**src/rtl/exec_pkg.sv**
```systemverilog
`default_nettype none

package exec_pkg;

  localparam int XLEN      = 32;
  localparam int MUL_LAT   = 3;                     // Multiplier pipeline depth
  localparam int MUL_CNT_W = $clog2(MUL_LAT + 1);
  localparam int DIV_CNT_W = $clog2(XLEN);          // One count per quotient bit

  typedef enum logic [4:0] {
    OP_AND,
    OP_OR,
    OP_XOR,
    OP_ADD,
    OP_SUB,
    OP_SLL,
    OP_SRL,
    OP_SRA,
    OP_SLT,
    OP_SLTU,
    OP_EQ,
    OP_PASS,
    OP_MUL,
    OP_MULH,
    OP_MULHU,
    OP_DIV,
    OP_DIVU,
    OP_REM,
    OP_REMU
  } alu_op_t;

  typedef struct packed {
    alu_op_t         op;
    logic [XLEN-1:0] left;
    logic [XLEN-1:0] right;
  } exec_req_t;

  // Which unit serves an operation
  typedef enum logic [1:0] {
    CLASS_SINGLE,
    CLASS_MUL,
    CLASS_DIV
  } op_class_t;

  function automatic op_class_t op_class(alu_op_t op);
    case (op)
      OP_MUL, OP_MULH, OP_MULHU: begin
        return CLASS_MUL;
      end
      OP_DIV, OP_DIVU, OP_REM, OP_REMU: begin
        return CLASS_DIV;
      end
      default: begin
        return CLASS_SINGLE;
      end
    endcase
  endfunction

endpackage

`default_nettype wire

```
**src/rtl/div_serial.sv**
```systemverilog
`timescale 1ns/10ps
`default_nettype none

module div_serial (
  input  logic                            clk,
  input  logic                            rst,
  input  logic                            start,
  input  exec_pkg::alu_op_t               op,
  input  logic [exec_pkg::XLEN-1:0]       dividend,
  input  logic [exec_pkg::XLEN-1:0]       divisor,
  output logic [exec_pkg::XLEN-1:0]       quotient_or_rem,
  output logic                            done
);

  import exec_pkg::*;

  typedef enum logic [1:0] {
    D_IDLE,
    D_RUN,
    D_FIX
  } div_state_t;

  div_state_t           state;
  logic [DIV_CNT_W-1:0] step;

  logic [XLEN-1:0] quo;
  logic [XLEN-1:0] rem;
  logic [XLEN-1:0] dvsr;
  logic            q_neg;
  logic            r_neg;
  logic            want_rem;

  logic            is_signed;
  logic [XLEN-1:0] abs_a;
  logic [XLEN-1:0] abs_b;
  logic [XLEN:0]   partial;
  logic [XLEN:0]   trial;
  logic            fits;

  assign is_signed = (op == OP_DIV) || (op == OP_REM);
  assign abs_a = (is_signed && dividend[XLEN-1]) ? -dividend : dividend;
  assign abs_b = (is_signed && divisor[XLEN-1]) ? -divisor : divisor;

  // Shift in next dividend bit, then try the subtract
  assign partial = {rem, quo[XLEN-1]};
  assign trial   = partial - {1'b0, dvsr};
  assign fits    = partial >= {1'b0, dvsr};

  always_ff @(posedge clk) begin
    if (rst) begin
      state <= D_IDLE;
      step  <= '0;
      done  <= 1'b0;
    end else begin
      done <= 1'b0;
      case (state)
        D_IDLE: begin
          if (start) begin
            state <= D_RUN;
            step  <= '0;
          end
        end
        D_RUN: begin
          step <= step + 1'b1;
          if (&step) begin
            state <= D_FIX;
          end
        end
        D_FIX: begin
          state <= D_IDLE;
          done  <= 1'b1;   // Result register valid next cycle
        end
        default: begin
          state <= D_IDLE;
        end
      endcase
    end
  end

  always_ff @(posedge clk) begin
    if (start) begin
      quo      <= abs_a;
      rem      <= '0;
      dvsr     <= abs_b;
      // Zero divisor keeps the all-ones quotient unsigned
      q_neg    <= is_signed && (dividend[XLEN-1] ^ divisor[XLEN-1]) && (divisor != '0);
      r_neg    <= is_signed && dividend[XLEN-1];
      want_rem <= (op == OP_REM) || (op == OP_REMU);
    end else if (state == D_RUN) begin
      rem <= fits ? trial[XLEN-1:0] : partial[XLEN-1:0];
      quo <= {quo[XLEN-2:0], fits};
    end else if (state == D_FIX) begin
      if (want_rem) begin
        quotient_or_rem <= r_neg ? -rem : rem;
      end else begin
        quotient_or_rem <= q_neg ? -quo : quo;
      end
    end
  end

  a_no_start_busy: assert property (@(posedge clk) disable iff (rst)
    start |-> state == D_IDLE)
    else $error("divider start while busy");

endmodule

`default_nettype wire

```
**src/rtl/exec_stall.sv**
```systemverilog
`timescale 1ns/10ps
`default_nettype none

module exec_stall (
  input  logic                    clk,
  input  logic                    rst,
  input  exec_pkg::alu_op_t       op,
  input  logic                    div_done,
  output logic                    div_start,
  output logic                    stall
);

  import exec_pkg::*;

  typedef enum logic [1:0] {
    S_IDLE,
    S_MUL_CNT,
    S_DIV_WAIT
  } state_t;

  state_t               state;
  logic [MUL_CNT_W-1:0] mul_cnt;
  op_class_t            cls;
  logic                 mul_last;

  assign cls      = op_class(op);
  assign mul_last = mul_cnt == MUL_CNT_W'(MUL_LAT);

  always_comb begin
    div_start = 1'b0;
    stall     = 1'b0;
    case (state)
      S_IDLE: begin
        stall     = cls != CLASS_SINGLE;   // First cycle of a multi-cycle op
        div_start = cls == CLASS_DIV;
      end
      S_MUL_CNT: begin
        stall = !mul_last;
      end
      S_DIV_WAIT: begin
        stall = !div_done;
      end
      default: begin
        stall = 1'b0;
      end
    endcase
  end

  always_ff @(posedge clk) begin
    if (rst) begin
      state   <= S_IDLE;
      mul_cnt <= '0;
    end else begin
      case (state)
        S_IDLE: begin
          if (cls == CLASS_MUL) begin
            state   <= S_MUL_CNT;
            mul_cnt <= MUL_CNT_W'(1);
          end else if (cls == CLASS_DIV) begin
            state <= S_DIV_WAIT;
          end
        end
        S_MUL_CNT: begin
          if (mul_last) begin
            state   <= S_IDLE;
            mul_cnt <= '0;
          end else begin
            mul_cnt <= mul_cnt + 1'b1;
          end
        end
        S_DIV_WAIT: begin
          if (div_done) begin
            state <= S_IDLE;
          end
        end
        default: begin
          state <= S_IDLE;
        end
      endcase
    end
  end

  a_done_in_wait: assert property (@(posedge clk) disable iff (rst)
    div_done |-> state == S_DIV_WAIT)
    else $error("divider done outside of wait state");

  a_stall_bound: assert property (@(posedge clk) disable iff (rst)
    $rose(stall) |-> ##[1:40] !stall)
    else $error("stall held longer than 40 cycles");

endmodule

`default_nettype wire

```
**src/rtl/exec_unit.sv**
```systemverilog
`timescale 1ns/10ps
`default_nettype none

module exec_unit (
  input  logic                            clk,
  input  logic                            rst,
  input  exec_pkg::exec_req_t             req,
  output logic [exec_pkg::XLEN-1:0]       result,
  output logic                            stall
);

  import exec_pkg::*;

  logic [XLEN-1:0] alu_res;
  logic [XLEN-1:0] mul_res;
  logic [XLEN-1:0] div_res;
  logic            div_start;
  logic            div_done;

  int_alu u_alu (
    .req     (req),
    .alu_res (alu_res)
  );

  mul_pipe u_mul (
    .clk     (clk),
    .rst     (rst),
    .req     (req),
    .mul_res (mul_res)
  );

  div_serial u_div (
    .clk             (clk),
    .rst             (rst),
    .start           (div_start),
    .op              (req.op),
    .dividend        (req.left),
    .divisor         (req.right),
    .quotient_or_rem (div_res),
    .done            (div_done)
  );

  exec_stall u_stall (
    .clk       (clk),
    .rst       (rst),
    .op        (req.op),
    .div_done  (div_done),
    .div_start (div_start),
    .stall     (stall)
  );

  // Only meaningful once stall drops
  always_comb begin
    case (op_class(req.op))
      CLASS_MUL: begin
        result = mul_res;
      end
      CLASS_DIV: begin
        result = div_res;
      end
      default: begin
        result = alu_res;
      end
    endcase
  end

endmodule

`default_nettype wire

```
**src/rtl/int_alu.sv**
```systemverilog
`timescale 1ns/10ps
`default_nettype none

module int_alu (
  input  exec_pkg::exec_req_t             req,
  output logic [exec_pkg::XLEN-1:0]       alu_res
);

  import exec_pkg::*;

  logic [XLEN-1:0] sum;
  logic [XLEN-1:0] diff;
  logic [4:0]      shamt;
  logic            lt_signed;
  logic            lt_unsigned;
  logic            equal;

  assign sum   = req.left + req.right;
  assign diff  = req.left - req.right;
  assign shamt = req.right[4:0];   // Upper bits of the shift amount ignored

  assign lt_signed   = $signed(req.left) < $signed(req.right);
  assign lt_unsigned = req.left < req.right;
  assign equal       = req.left == req.right;

  always_comb begin
    case (req.op)
      OP_AND: begin
        alu_res = req.left & req.right;
      end
      OP_OR: begin
        alu_res = req.left | req.right;
      end
      OP_XOR: begin
        alu_res = req.left ^ req.right;
      end
      OP_ADD: begin
        alu_res = sum;
      end
      OP_SUB: begin
        alu_res = diff;
      end
      OP_SLL: begin
        alu_res = req.left << shamt;
      end
      OP_SRL: begin
        alu_res = req.left >> shamt;
      end
      OP_SRA: begin
        alu_res = $signed(req.left) >>> shamt;
      end
      OP_SLT: begin
        alu_res = {{(XLEN-1){1'b0}}, lt_signed};
      end
      OP_SLTU: begin
        alu_res = {{(XLEN-1){1'b0}}, lt_unsigned};
      end
      OP_EQ: begin
        alu_res = {{(XLEN-1){1'b0}}, equal};
      end
      OP_PASS: begin
        alu_res = req.left;
      end
      default: begin
        alu_res = sum;   // Multi-cycle ops land here too, result muxed away at top
      end
    endcase
  end

endmodule

`default_nettype wire

```
**src/rtl/mul_pipe.sv**
```systemverilog
`timescale 1ns/10ps
`default_nettype none

module mul_pipe (
  input  logic                            clk,
  input  logic                            rst,
  input  exec_pkg::exec_req_t             req,
  output logic [exec_pkg::XLEN-1:0]       mul_res
);

  import exec_pkg::*;

  logic                    is_mulh;
  logic                    want_hi;
  logic signed [XLEN:0]    a_s1;      // 33-bit operands
  logic signed [XLEN:0]    b_s1;
  logic signed [2*XLEN+1:0] prod_s2;
  logic [MUL_LAT-2:0]      hi_sel;    // Half select travels beside the data

  assign is_mulh = req.op == OP_MULH;
  assign want_hi = is_mulh || (req.op == OP_MULHU);

  // Free running, a new pair may enter every cycle
  always_ff @(posedge clk) begin
    if (rst) begin
      a_s1    <= '0;
      b_s1    <= '0;
      prod_s2 <= '0;
      hi_sel  <= '0;
      mul_res <= '0;
    end else begin
      // Sign extend only for MULH, MUL low half is the same either way
      a_s1    <= {is_mulh & req.left[XLEN-1], req.left};
      b_s1    <= {is_mulh & req.right[XLEN-1], req.right};
      prod_s2 <= a_s1 * b_s1;
      hi_sel  <= {hi_sel[MUL_LAT-3:0], want_hi};
      if (hi_sel[MUL_LAT-2]) begin
        mul_res <= prod_s2[2*XLEN-1:XLEN];
      end else begin
        mul_res <= prod_s2[XLEN-1:0];
      end
    end
  end

endmodule

`default_nettype wire

```
**config.mk**
```make
export PLATFORM = sky130hd
export DESIGN_NAME = exec_unit
export DESIGN_NICKNAME = d
export VERILOG_FILES = /design/src/rtl/exec_pkg.sv /design/src/rtl/div_serial.sv /design/src/rtl/exec_stall.sv /design/src/rtl/exec_unit.sv /design/src/rtl/int_alu.sv /design/src/rtl/mul_pipe.sv
export SDC_FILE = /design/constraint.sdc
export NUM_CORES = 2
export LEC_CHECK = 0
export BUFFER_PORTS_ARGS = -buffer_cell sky130_fd_sc_hd__buf_2
export CAP_MARGIN = 15
export CORE_ASPECT_RATIO = 1.4
export CORE_MARGIN = 2
export CORE_UTILIZATION = 60
export DETAILED_ROUTE_END_ITERATION = 7
export HOLD_SLACK_MARGIN = 0.02
export PLACE_DENSITY = 0.8
export SLEW_MARGIN = 20
export SYNTH_ARGS = -nofsm -noshare
export SYNTH_HDL_FRONTEND = slang
export SYNTH_SLANG_ARGS = --single-unit
```
**constraint.sdc**
```tcl
create_clock -name clk -period 8.1 [get_ports clk]
set_input_delay 1.62 -clock clk [delete_from_list [all_inputs] [get_ports clk]]
set_output_delay 1.62 -clock clk [all_outputs]
set_load 0.02 [all_outputs]
```
* Yosys cells after proc, flatten, opt, wreduce, memory -nomap -nowiden
Cells that the tools add are included.
** Storage, ports and cells
- Flip-flop bits (word level) :: 307
- Bits in latches :: 0
- Memory bits (writable) :: 0
- Memory bits (read-only) :: 0
- Bits of input ports :: 71
- Output and inout port bits :: 33
- Memories kept :: 0
** Operators by class
- Add/sub/neg operators :: 9
- $mul :: 1
- Div/mod/pow operators :: 0
- Magnitude comparators :: 3
- Eq/ne operators :: 31
- Shift operators :: 3
- Muxes and demuxes :: 28
- Bitwise gates (word level) :: 8
- Reduce and logical (&&, ||, !) cells :: 25
** Operators with widths (number)
- 32-bit case mux with 11 select lines :: 1
- 32-bit two-way mux :: 9
- 32-bit negator :: 4
- 32-bit less-than comparator :: 2
- 33-bit by 33-bit multiplier with 64-bit output :: 1
- 32-bit case mux with 2 select lines :: 1
- 32-bit subtractor :: 2
- 5-bit by 4-bit equality test with 1-bit output, second input constant :: 8
- 33-bit by 32-bit >= comparator with 1-bit output :: 1
- 32-bit adder :: 1
- 32-bit bitwise AND :: 1
- 32-bit equality test :: 1
- 32-bit bitwise OR :: 1
- 32-bit nonzero test :: 1
- 32-bit by 5-bit << shifter with 32-bit output :: 1
- 32-bit by 5-bit >> shifter with 32-bit output :: 1
- 32-bit by 5-bit >>> shifter with 32-bit output :: 1
- 32-bit bitwise XOR :: 1
- 5-bit by 3-bit equality test with 1-bit output, second input constant :: 4
- 2-bit two-way mux :: 8
- 5-bit equality test, second input constant :: 3
- 2-bit case mux with 2 select lines :: 3
- 5-bit case mux with 2 select lines :: 1
- 2-bit equality test, second input constant :: 4
- 26 further kinds :: 47

* Longest topological paths before layout
- Depth after elaboration :: 7
- Mapped depth :: 29
- Depth with buffers taken out :: 27

* Hierarchy
Synthesis repeated with hierarchy kept, for this count alone.
** Unflattened totals
- Cell total of the unflattened synthesis :: 7167
- Area total of the unflattened synthesis :: 62752.7 µm²
** By module, submodules not included
- mul_pipe :: instances 1, cells an instance 4538, area an instance 42975.0 µm², seq. area each 3283.1 µm²
- div_serial :: instances 1, cells an instance 1119, area an instance 9872.0 µm², seq. area each 3773.6 µm²
- int_alu :: instances 1, cells an instance 1356, area an instance 8898.5 µm², seq. area each 0.0 µm²
- exec_unit :: instances 1, cells an instance 118, area an instance 661.9 µm², seq. area each 0.0 µm²
- exec_stall :: instances 1, cells an instance 36, area an instance 345.3 µm², seq. area each 80.1 µm²

* Worst setup path before layout
No wires, ideal clock.
- Path kind :: reg2reg
- From :: register u_mul.a_s1[32]
- To :: register u_mul.prod_s2[62]
- Library setup time :: 0.127 ns
- Arrival :: 7.860 ns
- Data required time :: 7.973 ns
- Setup slack :: 0.113 ns
- Stages on the path, launching flop included :: 30
- Cell sequence :: dfxtp_1 clkbuf_1 nand2_1 inv_1 fa_1 inv_1 fa_1 inv_1 fa_1 inv_1 fa_1 inv_1 fa_1 fa_1 fa_1 inv_1 fa_1 inv_1 ha_1 clkbuf_1 a21oi_1 o21ai_0 nand3_1 nand2_1 a21o_1 a221o_1 a221oi_1 o31a_1 xnor2_1 nor2b_1
** On the way
- Longest elaborated chain between the ends :: 1
** RTL lines
- start, declared :: RTL line mul_pipe.sv:15 : logic signed [XLEN:0] a_s1;
- start signal, assigned :: RTL line mul_pipe.sv:33 : a_s1 <= {is_mulh & req.left[XLEN-1], req.left};
- 33-bit by 33-bit multiplier with 64-bit output :: RTL line mul_pipe.sv:35 : prod_s2 <= a_s1 * b_s1;
- end signal, assigned :: RTL line mul_pipe.sv:35
- end, declared :: RTL line mul_pipe.sv:17 : logic signed [2*XLEN+1:0] prod_s2;
No other way between the ends.
A chain may end at the register's enable or synchronous reset.

* Final worst setup path
- From :: register u_mul.b_s1[26]
- To :: register u_mul.prod_s2[57]
** On the way
- Longest elaborated chain between the ends :: 1
** RTL lines
- start, declared :: RTL line mul_pipe.sv:16 : logic signed [XLEN:0] b_s1;
- start signal, assigned :: RTL line mul_pipe.sv:34 : b_s1 <= {is_mulh & req.right[XLEN-1], req.right};
- 33-bit by 33-bit multiplier with 64-bit output :: RTL line mul_pipe.sv:35
No other way between the ends.

==> flow_summary.yaml <==
outcome:
  status: "finished, final reports clean"
timing:
  tightestPinTransition_ps: 1180
  final_hold_viol_count: 0
  rsz0062_at_grt: "false"
  relSlewSlack_pct: 21.6
  clock.fmax_ghz: 0.125
  fin_skew_ps: 47.5
  fin_crit_sh_pct: 98.9
  setup_viol: 0
  min_period_ps: 8010
  tns_ps: 0
  maxSlewViolCount: 0
clock_tree:
  worstSkewPairLatency_ps: 630
  clock_path_buffers: 3
  cts_hold_buf: 0
  htree_levels: 1
  clk_pin_slew_worst_paths_ps: 70
  numCtsBuffers: 31
  cts_root_buffer: "clkbuf_16"
  cts.sinks: 307
  cts_tree: "done"
critical_path:
  crit_buf_inv: 2
  cp-start-kind: "flip-flop"
  critPathKind: "flip-flop to flip-flop"
  cpPeakStageDelay_ps: 980
  worstPathCellList: "buf_4, nand2_1, fa_1, fa_1, fa_1, fa_1, fa_1, fa_1, fa_1, fa_1, inv_1, ha_1, and3_1, o21a_1, a21oi_2, o21ai_0, a21oi_1, a31oi_1, a31oi_1, o21ai_1, a21oi_2, mux2_2"
  r2r_setup_slack_ps: 90
  critPathRequiredTime_ps: 8580
  cp_top_family: "adder cells"
  cp_max_fo: 10
  end_kind: "flip-flop"
  crit_top_cell: "fa_1"
  arrival_ps: 8480
  critPathSlowestCell: "dfxtp_1"
placed_design:
  port_buffers: 103
  place_congestion: 1.11
  placedInstanceArea_mm2: 0.0642
  dp.cells: 8238
  dp_hpwl_um: 179000
global_routing:
  grt_pass1_wl_um: 343000
  grt_max_degree: 106
  grt_use_total_pct: 44.6
  antenna_found_initial: 16
  grt_pass1_vias: 55800
  grt_overflow: 0
cells_and_area:
  drive_gt1_share_pct: 7.67
  fin_cells: 8314
  fin_area_mm2: 0.0655
  nFillCells: 8390
  postLayoutCoreUtil_pct: 64.6
  area_growth_pct: 6.63
  finalNetCount: 8497
floorplanning:
  die_h_um: 383
  core_mm2: 0.101
  io_pins: 104
  rows: 138
  die_x_um: 274
  initial_core_util_pct: 60.6
  die_area_mm2: 0.105
synthesis:
  synth-seq-cells: 307
  synth_edf_count: 99
  synth-seq-area-share_pct: 11.6
  synth.area.top_cells: "fa_1, inv_1, ha_1"
  syn_inst: 7004
  ys_warn_count: 0
  syn_area_per_cell_um2: 8.77
  synthesis.area_mm2: 0.0614
  synth_cell_types: 88
  yosysTopAreaCell: "fa_1"
  ys.flop_type: "dfxtp_1"
  async_reset_ff_share_pct: 0
  synth_top_area_share_pct: 36.8
  syn_nets: 8554
power:
  seq_power_share_pct: 15.5
  p_comb_share_pct: 73.6
  p_leak_nw: 30.9
  clockPowerShare_pct: 10.8
  intPower_mw: 6.63
  vdd_drop_max_v: 0.000313
  power.density_mw_per_mm2: 216
  netSwitchingPower_mw: 7.52
  swShare_pct: 53.2
drt:
  first_iter_violations: 5722
  detail-route-antenna-nets: 0
  route.detailed.drc: 0
  wl_per_cell_um: 27.7
  drt_pass1_iterations: 8
  vias_per_cell: 6.37
  vias: 53000
  wl_um: 231000
worst_hold_path:
  hold_path_class: "flip-flop to flip-flop"
run:
  maxCapViolCount: 0
[power by group through the flow]
stage / Clock (mW) / Sequential, mW / Combinational (mW)
detailed placement: 0 / 2.21 / 9.81
global route: 1.58 / 2.21 / 11.2
global placement: 0 / 2.21 / 9.64
CTS: 1.53 / 2.18 / 9.89
finish: 1.53 / 2.20 / 10.4
floorplan: 0 / 2.06 / 6.64
[state kept, by name, indices dropped and copies added, names as in the netlist, 2 cells and up]
name and flops:
u_div.dvsr 32, u_div.quo 32, u_div.quotient_or_rem 32, u_div.rem 32, u_div.state 2, u_div.step 5
u_mul.a_s1 33, u_mul.b_s1 33, u_mul.hi_sel 2, u_mul.mul_res 32, u_mul.prod_s2 64, u_stall.mul_cnt 2
u_stall.state 2
[synthesized netlist by cell type, types with 69 or more instances]
cell / count
inv_1: 1206
fa_1: 1128
nand2_1: 802
and2_1: 537
nor2_1: 446
clkbuf_1: 372
ha_1: 351
a21oi_1: 270
o21ai_0: 240
dfxtp_1: 208
xnor2_1: 167
edfxtp_1: 99
mux2i_1: 94
a21o_1: 69
[metal layers]
layer	wire (µm)	share of wire, %	track usage, %
met3	24500	11	11.7
met4	27600	12	40.6
met2	105000	45	71.0
met1	73500	32	48.7
met5	126	0.055	0
[placed cells by master, fill, tap and decap left out, types with 35 or more instances in the layout]
cell	synthesis	layout
nand3_1	58	58
edfxtp_1	99	99
a21oi_1	270	267
buf_2	36	102
mux4_2	35	35
xnor2_1	167	167
nor2_1	446	443
inv_1	1206	1204
o21ai_0	240	238
buf_4	3	195
a221oi_1	51	49
a21o_1	69	68
dfxtp_1	208	193
a211oi_1	66	65
nor3_1	64	62
mux2i_1	94	94
fa_1	1128	1125
buf_12	0	37
nand2_1	802	800
o31ai_1	37	35
ha_1	351	346
nor2b_1	63	62
and2_1	537	537
xor2_1	64	64
[worst reg2reg max path: stages, from the launching register on]
cell	delay, ps
dfxtp_1	980
buf_4	310
nand2_1	80
fa_1	490
fa_1	520
fa_1	540
fa_1	600
fa_1	470
fa_1	520
fa_1	430
fa_1	490
inv_1	40
ha_1	380
and3_1	250
o21a_1	130
a21oi_2	180
o21ai_0	100
a21oi_1	250
a31oi_1	160
a31oi_1	260
o21ai_1	150
a21oi_2	190
mux2_2	350
[through the flow]
step                      power, mW  setup WS [ps]  hold WS, ps
after global routing           15.0          0.715          460
after detailed placement       12.0          -75.0          443
after global placement         11.8           -828          428
after floorplan                8.71            113          414
after CTS                      13.6           5.08          460
final                          14.1           92.9          458
[area by class of cell]
cell class | count | area (µm²) | share of cell area, %
clock buffer | 38 | 863 | 1.32
antenna | 13 | 32.5 | 0.0497
tap | 1330 | 1660 | 2.54
timing repair buffer | 344 | 2830 | 4.32
clock inverter | 19 | 185 | 0.283
inverter | 1210 | 4550 | 6.94
timing repair inverter | 1 | 7.51 | 0.0115
multi-input combinational | 5052 | 48200 | 73.6
sequential | 307 | 7160 | 10.9
[path summary, 6_finish.rpt]
check                            to  cells past startpoint            start
setup reg to reg  u_mul.prod_s2[57]                     22   u_mul.b_s1[26]
hold / removal      u_mul.hi_sel[1]                      1  u_mul.hi_sel[0]
setup / recovery  u_mul.prod_s2[57]                     22   u_mul.b_s1[26]
hold reg to reg     u_mul.hi_sel[1]                      1  u_mul.hi_sel[0]
[kinds of logic after synthesis]
family / after synthesis / share of synthesized area, %
xor gates and xnor gates: 231 / 3.29
buffers and inverters: 1645 / 10.2
DFF: 307 / 11.6
and+or+nand+nor: 2143 / 16.6
adders and majority gates: 1479 / 43.9
AOI/OAI and AO/OA: 1050 / 11.2
muxes: 149 / 3.18
[what timing repair did]
| action | in CTS | in global routing |
|---|---|---|
| gates resized for setup | 4 | 43 |
| buffers inserted | 0 | 2 |
| gates cloned | 0 | 1 |
| setup endpoints to repair | 7 | 19 |
| pin swaps | 0 | 4 |
No activity file was read; power rests on OpenSTA's default activity.
